[config.mk]
export PLATFORM = sky130hd
export DESIGN_NAME = keccak_apb_top
export DESIGN_NICKNAME = d
export VERILOG_FILES = /design/src/keccak_pkg.sv /design/src/keccak_apb_top.sv /design/src/keccak_apb_regs.sv /design/src/keccak_permute.sv /design/src/keccak_chi_iota.sv /design/src/keccak_theta_rho_pi.sv
export SDC_FILE = /design/constraint.sdc
export NUM_CORES = 1
export LEC_CHECK = 0
export BUFFER_PORTS_ARGS = -buffer_cell sky130_fd_sc_hd__buf_2
export CAP_MARGIN = 0
export CORE_MARGIN = 1.5
export CORE_UTILIZATION = 65
export CTS_CLUSTER_SIZE = 30
export DETAILED_ROUTE_END_ITERATION = 8
export PLACE_DENSITY = 0.9
export SYNTH_ARGS = -nofsm -noshare
export SYNTH_HDL_FRONTEND = slang
export SYNTH_HIERARCHICAL = 1
export SYNTH_SLANG_ARGS = --single-unit
export TNS_END_PERCENT = 5
[constraint.sdc]
create_clock -name clk_i -period 4.8 [get_ports clk_i]
set_clock_uncertainty 0.2 [all_clocks]
set_input_delay 0.48 -clock clk_i [delete_from_list [all_inputs] [get_ports clk_i]]
set_output_delay 0.48 -clock clk_i [all_outputs]
set_load 0.05 [all_outputs]
[src/keccak_pkg.sv]
`default_nettype none

package keccak_pkg;

  ////////////////////////////////////////
  // Bus geometry
  ////////////////////////////////////////

  localparam int ApbAddrW = 8;
  localparam int ApbDataW = 32;
  // Enough for 50 words of a 1600-bit state
  localparam int WordIdxW = 6;

  ////////////////////////////////////////
  // Permutation tables
  ////////////////////////////////////////

  // Iota constants per round, narrow lanes take the low bits
  localparam logic [63:0] RoundConst [24] = '{
    64'h0000_0000_0000_0001,
    64'h0000_0000_0000_8082,
    64'h8000_0000_0000_808A,
    64'h8000_0000_8000_8000,
    64'h0000_0000_0000_808B,
    64'h0000_0000_8000_0001,
    64'h8000_0000_8000_8081,
    64'h8000_0000_0000_8009,
    64'h0000_0000_0000_008A,
    64'h0000_0000_0000_0088,
    64'h0000_0000_8000_8009,
    64'h0000_0000_8000_000A,
    64'h0000_0000_8000_808B,
    64'h8000_0000_0000_008B,
    64'h8000_0000_0000_8089,
    64'h8000_0000_0000_8003,
    64'h8000_0000_0000_8002,
    64'h8000_0000_0000_0080,
    64'h0000_0000_0000_800A,
    64'h8000_0000_8000_000A,
    64'h8000_0000_8000_8081,
    64'h8000_0000_0000_8080,
    64'h0000_0000_8000_0001,
    64'h8000_0000_8000_8008
  };

  // Rho rotation per lane, index 5x+y, reduced mod W at use
  localparam int RhoOffset [25] = '{
      0,  36,   3, 105, 210,
      1, 300,  10,  45,  66,
    190,   6, 171,  15, 253,
     28,  55, 153,  21, 120,
     91, 276, 231, 136,  78
  };

  // Pi source column (x+3y) mod 5, index 5x+y
  // Source row is always the destination x
  localparam int PiSource [25] = '{
    0, 3, 1, 4, 2,
    1, 4, 2, 0, 3,
    2, 0, 3, 1, 4,
    3, 1, 4, 2, 0,
    4, 2, 0, 3, 1
  };

  ////////////////////////////////////////
  // Register map and engine states
  ////////////////////////////////////////

  typedef enum logic [ApbAddrW-1:0] {
    RegCtrl   = 8'h00,
    RegStatus = 8'h04,
    // Window base, word k at base + 4k
    RegState  = 8'h40
  } reg_addr_e;

  typedef enum logic {
    PermIdle = 1'b0,
    PermRun  = 1'b1
  } perm_state_e;

  ////////////////////////////////////////
  // Bus and load bundles
  ////////////////////////////////////////

  typedef struct packed {
    logic                psel;
    logic                penable;
    logic                pwrite;
    logic [ApbAddrW-1:0] paddr;
    logic [ApbDataW-1:0] pwdata;
  } apb_req_t;

  typedef struct packed {
    logic                pready;
    logic                pslverr;
    logic [ApbDataW-1:0] prdata;
  } apb_rsp_t;

  // One state word headed for the engine
  typedef struct packed {
    logic                valid;
    logic [WordIdxW-1:0] index;
    logic [ApbDataW-1:0] data;
  } state_load_t;

endpackage

`default_nettype wire
[src/keccak_apb_top.sv]
`default_nettype none
`timescale 1ns/1ps

module keccak_apb_top
  import keccak_pkg::*;
#(
  parameter int Width = 200
) (
  input  logic     clk_i,
  input  logic     rst_n_i,
  input  apb_req_t apb_req_i,
  output apb_rsp_t apb_rsp_o
);

  // Register block to engine
  logic             start;
  state_load_t      load;
  // Engine back to register block
  logic             busy;
  logic             done;
  logic [Width-1:0] perm_state;

  keccak_apb_regs #(
    .Width (Width)
  ) u_regs (
    .clk_i     (clk_i),
    .rst_n_i   (rst_n_i),
    .apb_req_i (apb_req_i),
    .apb_rsp_o (apb_rsp_o),
    .busy_i    (busy),
    .done_i    (done),
    .state_i   (perm_state),
    .start_o   (start),
    .load_o    (load)
  );

  keccak_permute #(
    .Width (Width)
  ) u_permute (
    .clk_i   (clk_i),
    .rst_n_i (rst_n_i),
    .start_i (start),
    .load_i  (load),
    .busy_o  (busy),
    .done_o  (done),
    .state_o (perm_state)
  );

endmodule

`default_nettype wire

[src/keccak_apb_regs.sv]
`default_nettype none
`timescale 1ns/1ps

module keccak_apb_regs
  import keccak_pkg::*;
#(
  parameter  int Width      = 200,
  localparam int StateWords = (Width + ApbDataW - 1) / ApbDataW
) (
  input  logic             clk_i,
  input  logic             rst_n_i,
  input  apb_req_t         apb_req_i,
  output apb_rsp_t         apb_rsp_o,
  input  logic             busy_i,
  input  logic             done_i,
  input  logic [Width-1:0] state_i,
  output logic             start_o,
  output state_load_t      load_o
);

  // Decoded target, captured in the setup phase
  typedef struct packed {
    logic                ctrl;
    logic                status;
    logic                state;
    logic [WordIdxW-1:0] idx;
  } dec_t;

  dec_t                           dec_d;
  dec_t                           dec_q;
  logic                           setup;
  logic                           access;
  logic                           wr_access;
  logic                           rd_access;
  logic [ApbAddrW-1:0]            state_off;
  logic                           mapped;
  logic                           state_wr_busy;
  logic [StateWords*ApbDataW-1:0] rd_buf;
  logic [ApbDataW-1:0]            rd_data;

  ////////////////////////////////////////
  // Address decode
  ////////////////////////////////////////

  assign setup  = apb_req_i.psel & ~apb_req_i.penable;
  assign access = apb_req_i.psel & apb_req_i.penable;

  // Byte offset into the state window
  assign state_off = apb_req_i.paddr - RegState;

  always_comb begin
    dec_d.ctrl   = (apb_req_i.paddr == RegCtrl);
    dec_d.status = (apb_req_i.paddr == RegStatus);
    dec_d.idx    = state_off[ApbAddrW-1:2];
    // Word aligned, inside the window, below StateWords
    dec_d.state  = (apb_req_i.paddr >= RegState) && (state_off[1:0] == 2'b00) &&
                   (int'(dec_d.idx) < StateWords);
  end

  // PADDR is stable from setup to access
  always_ff @(posedge clk_i or negedge rst_n_i) begin
    if (!rst_n_i) begin
      dec_q <= '0;
    end else if (setup) begin
      dec_q <= dec_d;
    end
  end

  ////////////////////////////////////////
  // Write side
  ////////////////////////////////////////

  assign wr_access     = access & apb_req_i.pwrite;
  assign rd_access     = access & ~apb_req_i.pwrite;
  assign state_wr_busy = wr_access & dec_q.state & busy_i;

  // Start while busy is dropped quietly
  assign start_o = wr_access & dec_q.ctrl & apb_req_i.pwdata[0] & ~busy_i;

  // Loads only while idle
  assign load_o.valid = wr_access & dec_q.state & ~busy_i;
  assign load_o.index = dec_q.idx;
  assign load_o.data  = apb_req_i.pwdata;

  ////////////////////////////////////////
  // Read side and response
  ////////////////////////////////////////

  always_comb begin
    // Zero above Width in the last word
    rd_buf            = '0;
    rd_buf[Width-1:0] = state_i;
    rd_data           = '0;
    if (dec_q.status) begin
      rd_data = ApbDataW'({done_i, busy_i});
    end else if (dec_q.state) begin
      rd_data = rd_buf[dec_q.idx * ApbDataW +: ApbDataW];
    end
  end

  assign mapped = dec_q.ctrl | dec_q.status | dec_q.state;

  // Zero wait states
  assign apb_rsp_o.pready  = 1'b1;
  assign apb_rsp_o.pslverr = access & (~mapped | state_wr_busy);
  assign apb_rsp_o.prdata  = rd_access ? rd_data : '0;

endmodule

`default_nettype wire

[src/keccak_permute.sv]
`default_nettype none
`timescale 1ns/1ps

module keccak_permute
  import keccak_pkg::*;
#(
  parameter  int Width      = 200,
  localparam int L          = $clog2(Width / 25),
  localparam int MaxRound   = 12 + 2 * L,
  localparam int RndW       = $clog2(MaxRound + 1),
  localparam int StateWords = (Width + ApbDataW - 1) / ApbDataW
) (
  input  logic             clk_i,
  input  logic             rst_n_i,
  input  logic             start_i,
  input  state_load_t      load_i,
  output logic             busy_o,
  output logic             done_o,
  output logic [Width-1:0] state_o
);

  perm_state_e                    fsm_q, fsm_d;
  logic [RndW-1:0]                rnd_q, rnd_d;
  logic                           done_q, done_d;
  logic [Width-1:0]               state_q, state_d;
  logic [Width-1:0]               phase1;
  logic [Width-1:0]               round_out;
  logic [StateWords*ApbDataW-1:0] load_buf;
  logic                           last_rnd;

  ////////////////////////////////////////
  // One full round per clock
  ////////////////////////////////////////

  keccak_theta_rho_pi #(
    .Width (Width)
  ) u_phase1 (
    .state_i (state_q),
    .state_o (phase1)
  );

  keccak_chi_iota #(
    .Width (Width)
  ) u_phase2 (
    .state_i (phase1),
    .rnd_i   (rnd_q),
    .state_o (round_out)
  );

  assign last_rnd = (rnd_q == RndW'(MaxRound - 1));

  // Word merge, padding above Width falls away
  always_comb begin
    load_buf                                      = '0;
    load_buf[Width-1:0]                           = state_q;
    load_buf[load_i.index * ApbDataW +: ApbDataW] = load_i.data;
  end

  ////////////////////////////////////////
  // Control FSM
  ////////////////////////////////////////

  always_comb begin
    fsm_d   = fsm_q;
    rnd_d   = rnd_q;
    done_d  = done_q;
    state_d = state_q;
    unique case (fsm_q)
      PermIdle: begin
        // Start wins over a same-cycle load
        if (start_i) begin
          fsm_d  = PermRun;
          rnd_d  = '0;
          done_d = 1'b0;
        end else if (load_i.valid) begin
          state_d = load_buf[Width-1:0];
        end
      end
      PermRun: begin
        state_d = round_out;
        rnd_d   = rnd_q + 1'b1;
        // Done goes up as busy drops
        if (last_rnd) begin
          fsm_d  = PermIdle;
          rnd_d  = '0;
          done_d = 1'b1;
        end
      end
      default: fsm_d = PermIdle;
    endcase
  end

  always_ff @(posedge clk_i or negedge rst_n_i) begin
    if (!rst_n_i) begin
      fsm_q   <= PermIdle;
      rnd_q   <= '0;
      done_q  <= 1'b0;
      state_q <= '0;
    end else begin
      fsm_q   <= fsm_d;
      rnd_q   <= rnd_d;
      done_q  <= done_d;
      state_q <= state_d;
    end
  end

  assign busy_o  = (fsm_q == PermRun);
  assign done_o  = done_q;
  assign state_o = state_q;

endmodule

`default_nettype wire

[src/keccak_chi_iota.sv]
`default_nettype none
`timescale 1ns/1ps

module keccak_chi_iota
  import keccak_pkg::*;
#(
  parameter  int Width    = 200,
  localparam int W        = Width / 25,
  localparam int L        = $clog2(W),
  localparam int MaxRound = 12 + 2 * L,
  // Round index range 0..MaxRound
  localparam int RndW     = $clog2(MaxRound + 1)
) (
  input  logic [Width-1:0] state_i,
  input  logic [RndW-1:0]  rnd_i,
  output logic [Width-1:0] state_o
);

  // Same [y][x] lane order as phase 1
  typedef logic [4:0][4:0][W-1:0] box_t;

  box_t         a_in;
  box_t         chi_out;
  box_t         iota_out;
  logic [W-1:0] rc_lane;

  assign a_in = state_i;

  // Chi, nonlinear mix along each row
  always_comb begin
    for (int y = 0; y < 5; y++) begin
      for (int x = 0; x < 5; x++) begin
        chi_out[y][x] = a_in[y][x] ^ (~a_in[y][(x + 1) % 5] & a_in[y][(x + 2) % 5]);
      end
    end
  end

  // Round constant truncated to lane width
  assign rc_lane = RoundConst[rnd_i][W-1:0];

  // Iota only touches lane (0,0)
  always_comb begin
    iota_out       = chi_out;
    iota_out[0][0] = chi_out[0][0] ^ rc_lane;
  end

  assign state_o = iota_out;

endmodule

`default_nettype wire

[src/keccak_theta_rho_pi.sv]
`default_nettype none
`timescale 1ns/1ps

module keccak_theta_rho_pi
  import keccak_pkg::*;
#(
  parameter  int Width = 200,
  localparam int W     = Width / 25
) (
  input  logic [Width-1:0] state_i,
  output logic [Width-1:0] state_o
);

  // Box indexed [y][x], so flat bit W*(5y+x)+z lines up directly
  typedef logic [4:0][4:0][W-1:0] box_t;
  typedef logic [4:0][W-1:0]      plane_t;

  box_t   a_in;
  box_t   theta_out;
  box_t   rho_out;
  box_t   pi_out;
  plane_t col_par;
  plane_t col_mix;

  assign a_in = state_i;

  ////////////////////////////////////////
  // Theta
  ////////////////////////////////////////

  always_comb begin
    // Column parities over all five rows
    for (int x = 0; x < 5; x++) begin
      col_par[x] = a_in[0][x] ^ a_in[1][x] ^ a_in[2][x] ^ a_in[3][x] ^ a_in[4][x];
    end
    // Left column plus right column shifted up one bit in z
    for (int x = 0; x < 5; x++) begin
      for (int z = 0; z < W; z++) begin
        col_mix[x][z] = col_par[(x + 4) % 5][z] ^ col_par[(x + 1) % 5][(z + W - 1) % W];
      end
    end
    for (int y = 0; y < 5; y++) begin
      for (int x = 0; x < 5; x++) begin
        theta_out[y][x] = a_in[y][x] ^ col_mix[x];
      end
    end
  end

  ////////////////////////////////////////
  // Rho
  ////////////////////////////////////////

  // Fixed per-lane rotate left, offsets folded at elaboration
  for (genvar y = 0; y < 5; y++) begin : g_rho_y
    for (genvar x = 0; x < 5; x++) begin : g_rho_x
      localparam int Offset = RhoOffset[5 * x + y] % W;
      if (Offset == 0) begin : g_plain
        assign rho_out[y][x] = theta_out[y][x];
      end else begin : g_rot
        assign rho_out[y][x] = {theta_out[y][x][W-Offset-1:0],
                                theta_out[y][x][W-1:W-Offset]};
      end
    end
  end

  ////////////////////////////////////////
  // Pi
  ////////////////////////////////////////

  always_comb begin
    // Lane (x,y) pulls from column PiSource, row x
    for (int y = 0; y < 5; y++) begin
      for (int x = 0; x < 5; x++) begin
        pi_out[y][x] = rho_out[x][PiSource[5 * x + y]];
      end
    end
  end

  assign state_o = pi_out;

endmodule

`default_nettype wire

* Yosys cells after proc, flatten, opt, wreduce, memory -nomap -nowiden
Memories as Yosys holds them, arrays and structs flattened. Cells that the tools add are included. W data, S select, Z words.
Cells by class: magnitude comparators 3, reductions and logical operators 6, equal/unequal tests 6, $add $sub $neg 3, bitwise operators 180, shift-type cells 3, multiplexer cells 18
Operator list (number):
- $xor A8 B8 Y8 | 71
- $mux W200 | 2
- $pmux W200 S2 | 1
- $bwmux W224 | 1
- $shift A32 B34 Y224 const A | 1
- $shiftx A224 B12 Y32 | 1
- $shiftx A32 B34 Y224 | 1
- $and A8 B8 Y8 | 25
- $not A8 Y8 | 25
- $mux W32 | 3
- $xor A1 B1 Y1 | 40
- $neg A11 Y34 | 1
- $mux W8 | 2
- $and A1 B1 Y1 | 11
- $mux W5 | 2
- $pmux W5 S2 | 1
- $eq A8 B3 Y1 const B | 1
- $ge A8 B7 Y1 const B | 1
- $logic_not A8 Y1 | 1
- $ne A2 B2 Y1 const B | 4
- $sub A8 B7 Y8 const B | 1
- $ge A6 B6 Y1 const B | 1
- $lt A6 B3 Y1 const B | 1
- $not A5 Y6 | 1
- 9 further kinds | 20
Storage, ports and cells: input port bits 45, word-level logic and storage cells 228, register bits 216, bits in read-only memories 2048, memories 1
Memory list:
- (no name shown) | depth 32, bits a word 64, rd ports 1, clocked after Yosys merged registers in 0, write ports 0, line keccak_chi_iota.sv:39 | assign rc_lane = RoundConst[rnd_i][W-1:0];

* Depth between registers and ports, before layout
Gate-level depths: netlist (run 1).
depth after elaboration 11, gate-level depth with buffers 12, mapped depth without buffers 7

* By module
Netlist (run 1), hierarchy kept.
By module, submodules not included:
- keccak_permute | instances 1, area each 10333.7 um2, cells each 941
- keccak_theta_rho_pi | instances 1, area each 6881.6 um2, cells each 320
- keccak_chi_iota | instances 1, area each 3303.2 um2, cells each 439
- keccak_apb_regs | instances 1, area each 2468.6 um2, cells each 253

* Least setup slack after synthesis (run 1)
Ideal clock, no wire load.
path kind reg2reg, start register u_regs.dec_q, in the netlist u_regs/load_o[35], end register u_permute.state_q[160], in the netlist u_permute/state_o[160], slack 1624 ps, required time 4468 ps, stages on the path, launching flop included 12, period minus slack after synthesis 3176 ps, arrival 2844 ps, path through dfrtp_1 buf_4 buf_2 or4_1 buf_2 nor2_1 ha_1 nor2b_1 nand3_1 nor4_1 clkbuf_1 o2bb2ai_1
On the way: word-level cells in the longest chain between the ends 6, elaborated cells between the ends (all ways) 7
RTL lines:
- from (decl) | line keccak_apb_regs.sv:30 | dec_t dec_q;
- from (signal assigned) | line keccak_apb_regs.sv:63 | dec_q <= '0;
- from (signal assigned) | line keccak_apb_regs.sv:65 | dec_q <= dec_d;
- $neg A11 Y34 (*) | line keccak_permute.sv:56 | load_buf[load_i.index * ApbDataW +: ApbDataW] = load_i.data;
- $shiftx A32 B34 Y224 / $shift A32 B34 Y224 (equally long branches) | line keccak_permute.sv:56
- $bwmux W224 (*) | line keccak_permute.sv:56
- $mux W200 (*) | line keccak_permute.sv:75 | end else if (load_i.valid) begin
- $mux W200 (*) | line keccak_permute.sv:71 | if (start_i) begin
- $pmux W200 S2 (*) | line keccak_permute.sv:68 | unique case (fsm_q)
- to (signal assigned) | line keccak_permute.sv:103 | state_q <= state_d;
- to (decl) | line keccak_permute.sv:25 | logic [Width-1:0] state_q, state_d;
Every way passes the cells marked *; elsewhere a longest branch is shown, timed or not. The select of a mux whose other input is x is not followed. A chain may end at the register's enable or synchronous reset.

==> results of run 1 <==
stage by stage:
stage / area (sq um) / instances / utilization, % / setup WS, ps / hold WS [ps]
global placement: 23400 / 2354 / 67.4 / 1050 / 292
global route: 24400 / 2411 / 70.3 / 580 / 29.6
CTS: 24400 / 2411 / 70.3 / 746 / 5.07
floorplan: 23000 / 1953 / - / 1620 / -15.6
finish: 24400 / 2411 / 70.3 / 551 / 21.3
detailed placement: 23400 / 2354 / 67.4 / 921 / 304
synthesized netlist by cell type (all sizes together), types with 14 or more instances:
master / instances
o31ai: 38
inv: 45
clkbuf: 79
mux4: 32
dfrtp: 216
ha: 14
and2: 36
mux2i: 67
buf: 84
o2bb2ai: 32
mux2: 37
xor3: 50
a221o: 68
a211oi: 38
nor2: 80
a2bb2oi: 32
a41oi: 32
a22oi: 53
xor2: 29
a31oi: 17
a21oi: 39
nand2: 28
xnor2: 259
nand2b: 200
o21ai: 68
xnor3: 190
path summary, 6_finish.rpt:
path	to	slack, ps	depth (start not counted)
worst min register to register	u_regs/load_o[37]	310	2
worst max-delay path	apb_rsp_o[7]	550	4
min in group asynchronous	u_permute/state_o[125]	340	2
worst max register to register	u_permute/state_o[88]	830	7
max in group asynchronous	u_permute/state_o[152]	3010	3
worst min-delay path	u_regs/dec_q[8]	20	4
state kept, by name, indices dropped and copies added (netlist names):
signal	flops
u_regs/dec_q	3
u_permute/done_o	1
u_permute/rnd_q	5
u_permute/busy_o	1
u_regs/load_o	6
u_permute/state_o	200
layer usage:
layer | GRT usage [%] | routed length [um] | vias to the layer above
li1 | - | - | 7110
met3 | 14.4 | 12800 | 358
met4 | 27.7 | 6000 | 0
met5 | 0 | 0 | -
met1 | 60.0 | 28500 | 8910
met2 | 65.3 | 34400 | 1681
logic make-up after synthesis:
| family | count (synthesis) | synth area share, % |
|---|---|---|
| xor+xnor | 528 | 37.9 |
| buf+inv | 209 | 4.77 |
| flops | 216 | 23.5 |
| fa+ha+maj | 14 | 0.762 |
| mux | 136 | 7.96 |
| simple gates | 413 | 10.6 |
| compound gates | 436 | 14.5 |
| other cells | 1 | 0.0163 |
cell type report:
cell class / count / area share [%]
Sequential cell: 216 / 22.2
Inverter: 46 / 0.707
Clock inverter: 10 / 0.436
Timing Repair Buffer: 114 / 2.91
Clock buffer: 42 / 3.54
Tap cell: 455 / 2.33
Multi-Input combinational cell: 1528 / 67.9
repair_timing:
action | CTS | global route
hold buffers | 5 | 0
endpoints found under the setup margin | 0 | 0
endpoints found under the hold margin | 112 | 0
worst register-to-register path, stage by stage, from the launching register on:
cell and delay, ps:
dfrtp_1 510, or4_1 720, nor2_1 160, ha_1 230, nor2b_1 310, nand3_1 270, nor4_4 1200, a221o_1 310
==> impl_results.md, run 1 <==
* Status: complete, no violations
* Buffers and inverters on the worst path at 1
* Worst Setup End Kind: output port
* Clk slew on worst S/H paths at approximately 60 ps
* # IOs at 79
* Min Tclk post-route at ~4200 ps
* Width of the die at ~190 um
* Hold Crit Class: in -> reg
* Syn_nets at between 2000 and 2500
* First-pass GRT wire length at 119000 um
* Crit-path leading delay family: simple AND/OR/NAND/NOR gates
* CP peak stage delay at approximately 900 ps
* Slew @ Worst Pin at approximately 1300 ps
* Bufs on Longest Clock Path at 3
* Postcts setup bufs at 0
* Total global routing track utilization at between 40% and 50%
* Ranking of synthesized cells by area: dfrtp_1 24%, xnor3_1 17%, xnor2_1 7.8%, nand2b_1 5.4%, xor3_1 5.2%
* CTS Buf Count at 28
* Initial antenna violation count at 1
* EDFF count, synth at 0
* CP arrival at about 3600 ps
* Number of H-tree levels at 1
* DR vias/cell at between 7 and 8
* Most frequent cells in the layout: 213 x dfrtp_1, 204 x xnor2_1, 200 x nand2b_1, 175 x xnor3_1, 78 x nor2_1
* Dominant synthesized flop cell: dfrtp_1
* GRT overflow at 0
* Filler cell count at 2363
* Syn avg cell area at 11.8 sq um
* Core area at 34700 sq um
* Mapped Cells at between 1500 and 2000
* Share of post-route cells with drive strength above 1 at 16.6%
* Cts repair resizes at 0
* Distinct cells, synth at 77
* Fin. Hold Viols at 0
* Final HPWL DP at around 56000 um
* Placer congestion estimate at about 1.0
* Worst slew margin at a little under an eighth
* DRT antenna net count at 0
* FMAX at 235 MHz
* Clk_lat worst skew at 580 ps
* Final period util at around 90%
* Async SR Flop Fraction at 100%
* Total Wirelength at 81700 um
* Root Driver: clkbuf_16
* Final setup TNS at 0 ps
* Multi-input logic area at around 17000 sq um
* Yosys warns at 6
* Leading cell type in the layout, fill and taps excluded: dfrtp_1
* Synth area leader: dfrtp_1
* CP Launch Point: u_regs/load_o[35]
* Max FO, Critical Path at 21
* Seq/Total Area, Yosys at about a quarter
* First-pass DRT Iterations at 8
* Vias in the first global route at 17400
* WL per Instance at 33.9 um
* Fin. max-slew vios at 0
* Synth Cell Area at 23000 sq um
* Max-cap violations at 0
* Die height at about 190 um
* Largest net degree at the start of global routing at around 180
* Total area of sequential cells at around 5400 sq um
* Final setup viols at 0
* Critical setup path kind: reg -> out
* CP cell instances: nor3_1 > nand4bb_2 > a211oi_1 > buf_2
* Die Area at about 37000 sq um
* Area growth syn-to-layout at 6.17%
* DRC errors left at 0
* # clock sinks at 216
* R2R Path Start: u_regs/load_o[35]
* Yosys top cell area share at 23.5%
* Initial Util at 66.2%
* CTS tree: built
* Critical Path RT at about 4100 ps
* Placement row count at 68
* FF+latch count, synth at 216
* CP max-delay cell: nand4bb_2
* Fin nets at approximately 2000
* Crit path launch type: register
* Diode count at 0
* 1st-iter DRT viols at just under 3000
* Vias at 18100
* Port buffer count at slightly below 80
* Hold Startpoint: apb_req_i[32]
* Unrepaired setup endpoints after global routing: no
Power of run 1 is left out: the tool's default activity adds up to more than one toggle a clock period on the data nets, which glitch-free logic cannot reach.
==> inputs of run 2 (changes only) <==
--- a/config.mk
+++ b/config.mk
@@ -12,6 +12,7 @@
 export CTS_CLUSTER_SIZE = 30
 export DETAILED_ROUTE_END_ITERATION = 8
 export PLACE_DENSITY = 0.9
+export RECOVER_POWER = 50
 export SYNTH_ARGS = -nofsm -noshare
 export SYNTH_HDL_FRONTEND = slang
 export SYNTH_HIERARCHICAL = 1
==> impl_results.md, run 2 (same netlist as run 1, synthesis figures left out) <==
* Status: finished, violations left
* Failing checks: max-capacitance violations, max-slew violations
* Root Driver: clkbuf_16
* Unrepaired setup endpoints after global routing: no
* Vias in the first global route at 17400 (unchanged)
* # IOs at 79 (unchanged)
* Hold Startpoint: apb_req_i[32]
* Worst slew margin at -112% (-120 points)
* Final period util at 90.6% (+2.1 points)
* Die height at 191 um (unchanged)
* Crit path launch type: register
* Reg2Reg Depth at 5 (-2)
* Total global routing track utilization at 45.4% (unchanged)
* Max reg flops at 200 (unchanged)
* Largest net degree at the start of global routing at 175 (unchanged)
* R2R Path Start: u_permute/busy_o
* FMAX at 230 MHz (-2.3%)
* Fin nets at 1993 (unchanged)
* Initial Util at 66.2% (unchanged)
* CP Launch Point: u_permute/busy_o
* Width of the die at 191 um (unchanged)
* Final HPWL DP at 56200 um (unchanged)
* Fin. max-slew vios at 166 (+166)
* Die Area at 36500 sq um (unchanged)
* Hold Crit Depth at 4 (unchanged)
* Critical setup path kind: reg -> reg
* First-pass GRT wire length at 119000 um (unchanged)
* Vias at 18000 (-0.33%)
* # clock sinks at 216 (unchanged)
* Most frequent cells in the layout: 213 x dfrtp_1, 204 x xnor2_1, 200 x nand2b_1, 175 x xnor3_1, 78 x nor2_1
* Leading cell type in the layout, fill and taps excluded: dfrtp_1
* Bufs on Longest Clock Path at 3 (unchanged)
* Min Tclk post-route at 4350 ps (+102 ps)
* CTS Buf Count at 28 (unchanged)
* Area growth syn-to-layout at 6.09% (about the same)
* Placement row count at 68 (unchanged)
* Core area at 34700 sq um (unchanged)
* Share of post-route cells with drive strength above 1 at 16.3% (-0.26 points)
* Number of H-tree levels at 1 (unchanged)
* GRT overflow at 0 (unchanged)
* DRC errors left at 0 (unchanged)
* Critical Path RT at 5110 ps (+990 ps)
* Port buffer count at 77 (unchanged)
* WL per Instance at 33.9 um (about the same)
* Final setup TNS at 0 ps (unchanged)
* DR vias/cell at 7.47 (-0.33%)
* Filler cell count at 2368 (+0.21%)
* Hold Crit Class: in -> reg
* First-pass DRT Iterations at 8 (unchanged)
* Placer congestion estimate at 1.04 (unchanged)
* Clk slew on worst S/H paths at 60 ps (about the same)
* CTS tree: built
* R2R Setup Slk at 450 ps (-380 ps)
* Clk_lat worst skew at 580 ps (about the same)
* 1st-iter DRT viols at 2951 (-0.61%)
* Diode count at 0 (unchanged)
* CP arrival at 4660 ps (+1090 ps)
* Total Wirelength at 81600 um (about the same)
* Max-cap violations at 2 (+2)
* Fin. Hold Viols at 0 (unchanged)
* DRT antenna net count at 0 (unchanged)
* Max FO, Critical Path at 174 (+730%)
* Post-route cell area at 24400 sq um (about the same)
* DP Area at 23400 sq um (unchanged)
* Initial antenna violation count at 1 (unchanged)
* Worst Setup End Kind: register
* Slew @ Worst Pin at 3180 ps (+1870 ps)
* Final setup viols at 0 (unchanged)
* Postcts setup bufs at 0 (unchanged)
## run 2: cell count changes in the layout (fill, tap and decap cells not counted)
cell | before | now
inv_2 | 2 | 1
buf_4 | 30 | 28
buf_2 | 76 | 73
buf_8 | 1 | 0
clkbuf_1 | 4 | 8
clkbuf_2 | 0 | 2
inv_1 | 43 | 44
## run 2: final cells by class
| class | instances | area, sq um | share of cell area, % |
|---|---|---|---|
| multi-input combinational | 1528 | 16600 | 67.9 |
| timing repair buffer | 114 | 691 | 2.83 |
| clock inverter | 10 | 106 | 0.436 |
| clock buffer | 42 | 865 | 3.55 |
| tap | 455 | 569 | 2.33 |
| sequential | 216 | 5410 | 22.2 |
| inverter | 46 | 173 | 0.708 |
## run 2: worst max-delay path: stages, from the launching register on
cell	delay, ps
dfrtp_4	500
buf_12	230
inv_1	160
clkbuf_1	2250
o41a_4	690
a221o_1	220
## run 2: path summary, 6_finish.rpt
check | to
max in group asynchronous | u_permute/busy_o
hold reg to reg | u_regs/load_o[37]
min in group asynchronous | u_permute/state_o[125]
hold / removal | u_regs/dec_q[8]
setup reg to reg | u_permute/state_o[194]
setup / recovery | u_permute/state_o[194]
## run 2: metrics by stage
| stage | util, % | instances | worst slack (ps) | hold WS [ps] |
|---|---|---|---|---|
| after floorplan | - | 1953 | 1620 | -15.6 |
| after global placement | 67.4 | 2354 | 1050 | 292 |
| after detailed placement | 67.4 | 2354 | 921 | 304 |
| after CTS | 70.3 | 2411 | 746 | 5.07 |
| after global routing | 70.2 | 2411 | 333 | 29.6 |
| final | 70.2 | 2411 | 449 | 15.4 |
## run 2: timing repair
| item | 4_1_cts | 5_1_grt |
|---|---|---|
| resized for setup | 0 | 0 |
| hold buffers | 5 | 0 |
| endpoints found under the hold margin | 112 | 0 |
## run 2: routing by layer
metal / share of wire (%) / wire length [um] / GRT usage, %
met1: 35 / 28200 / 60.0
met2: 42 / 34400 / 65.3
met3: 16 / 12800 / 14.4
met4: 7.6 / 6210 / 27.7
met5: 0 / 0 / 0
Power of run 2 is left out for the same reason.
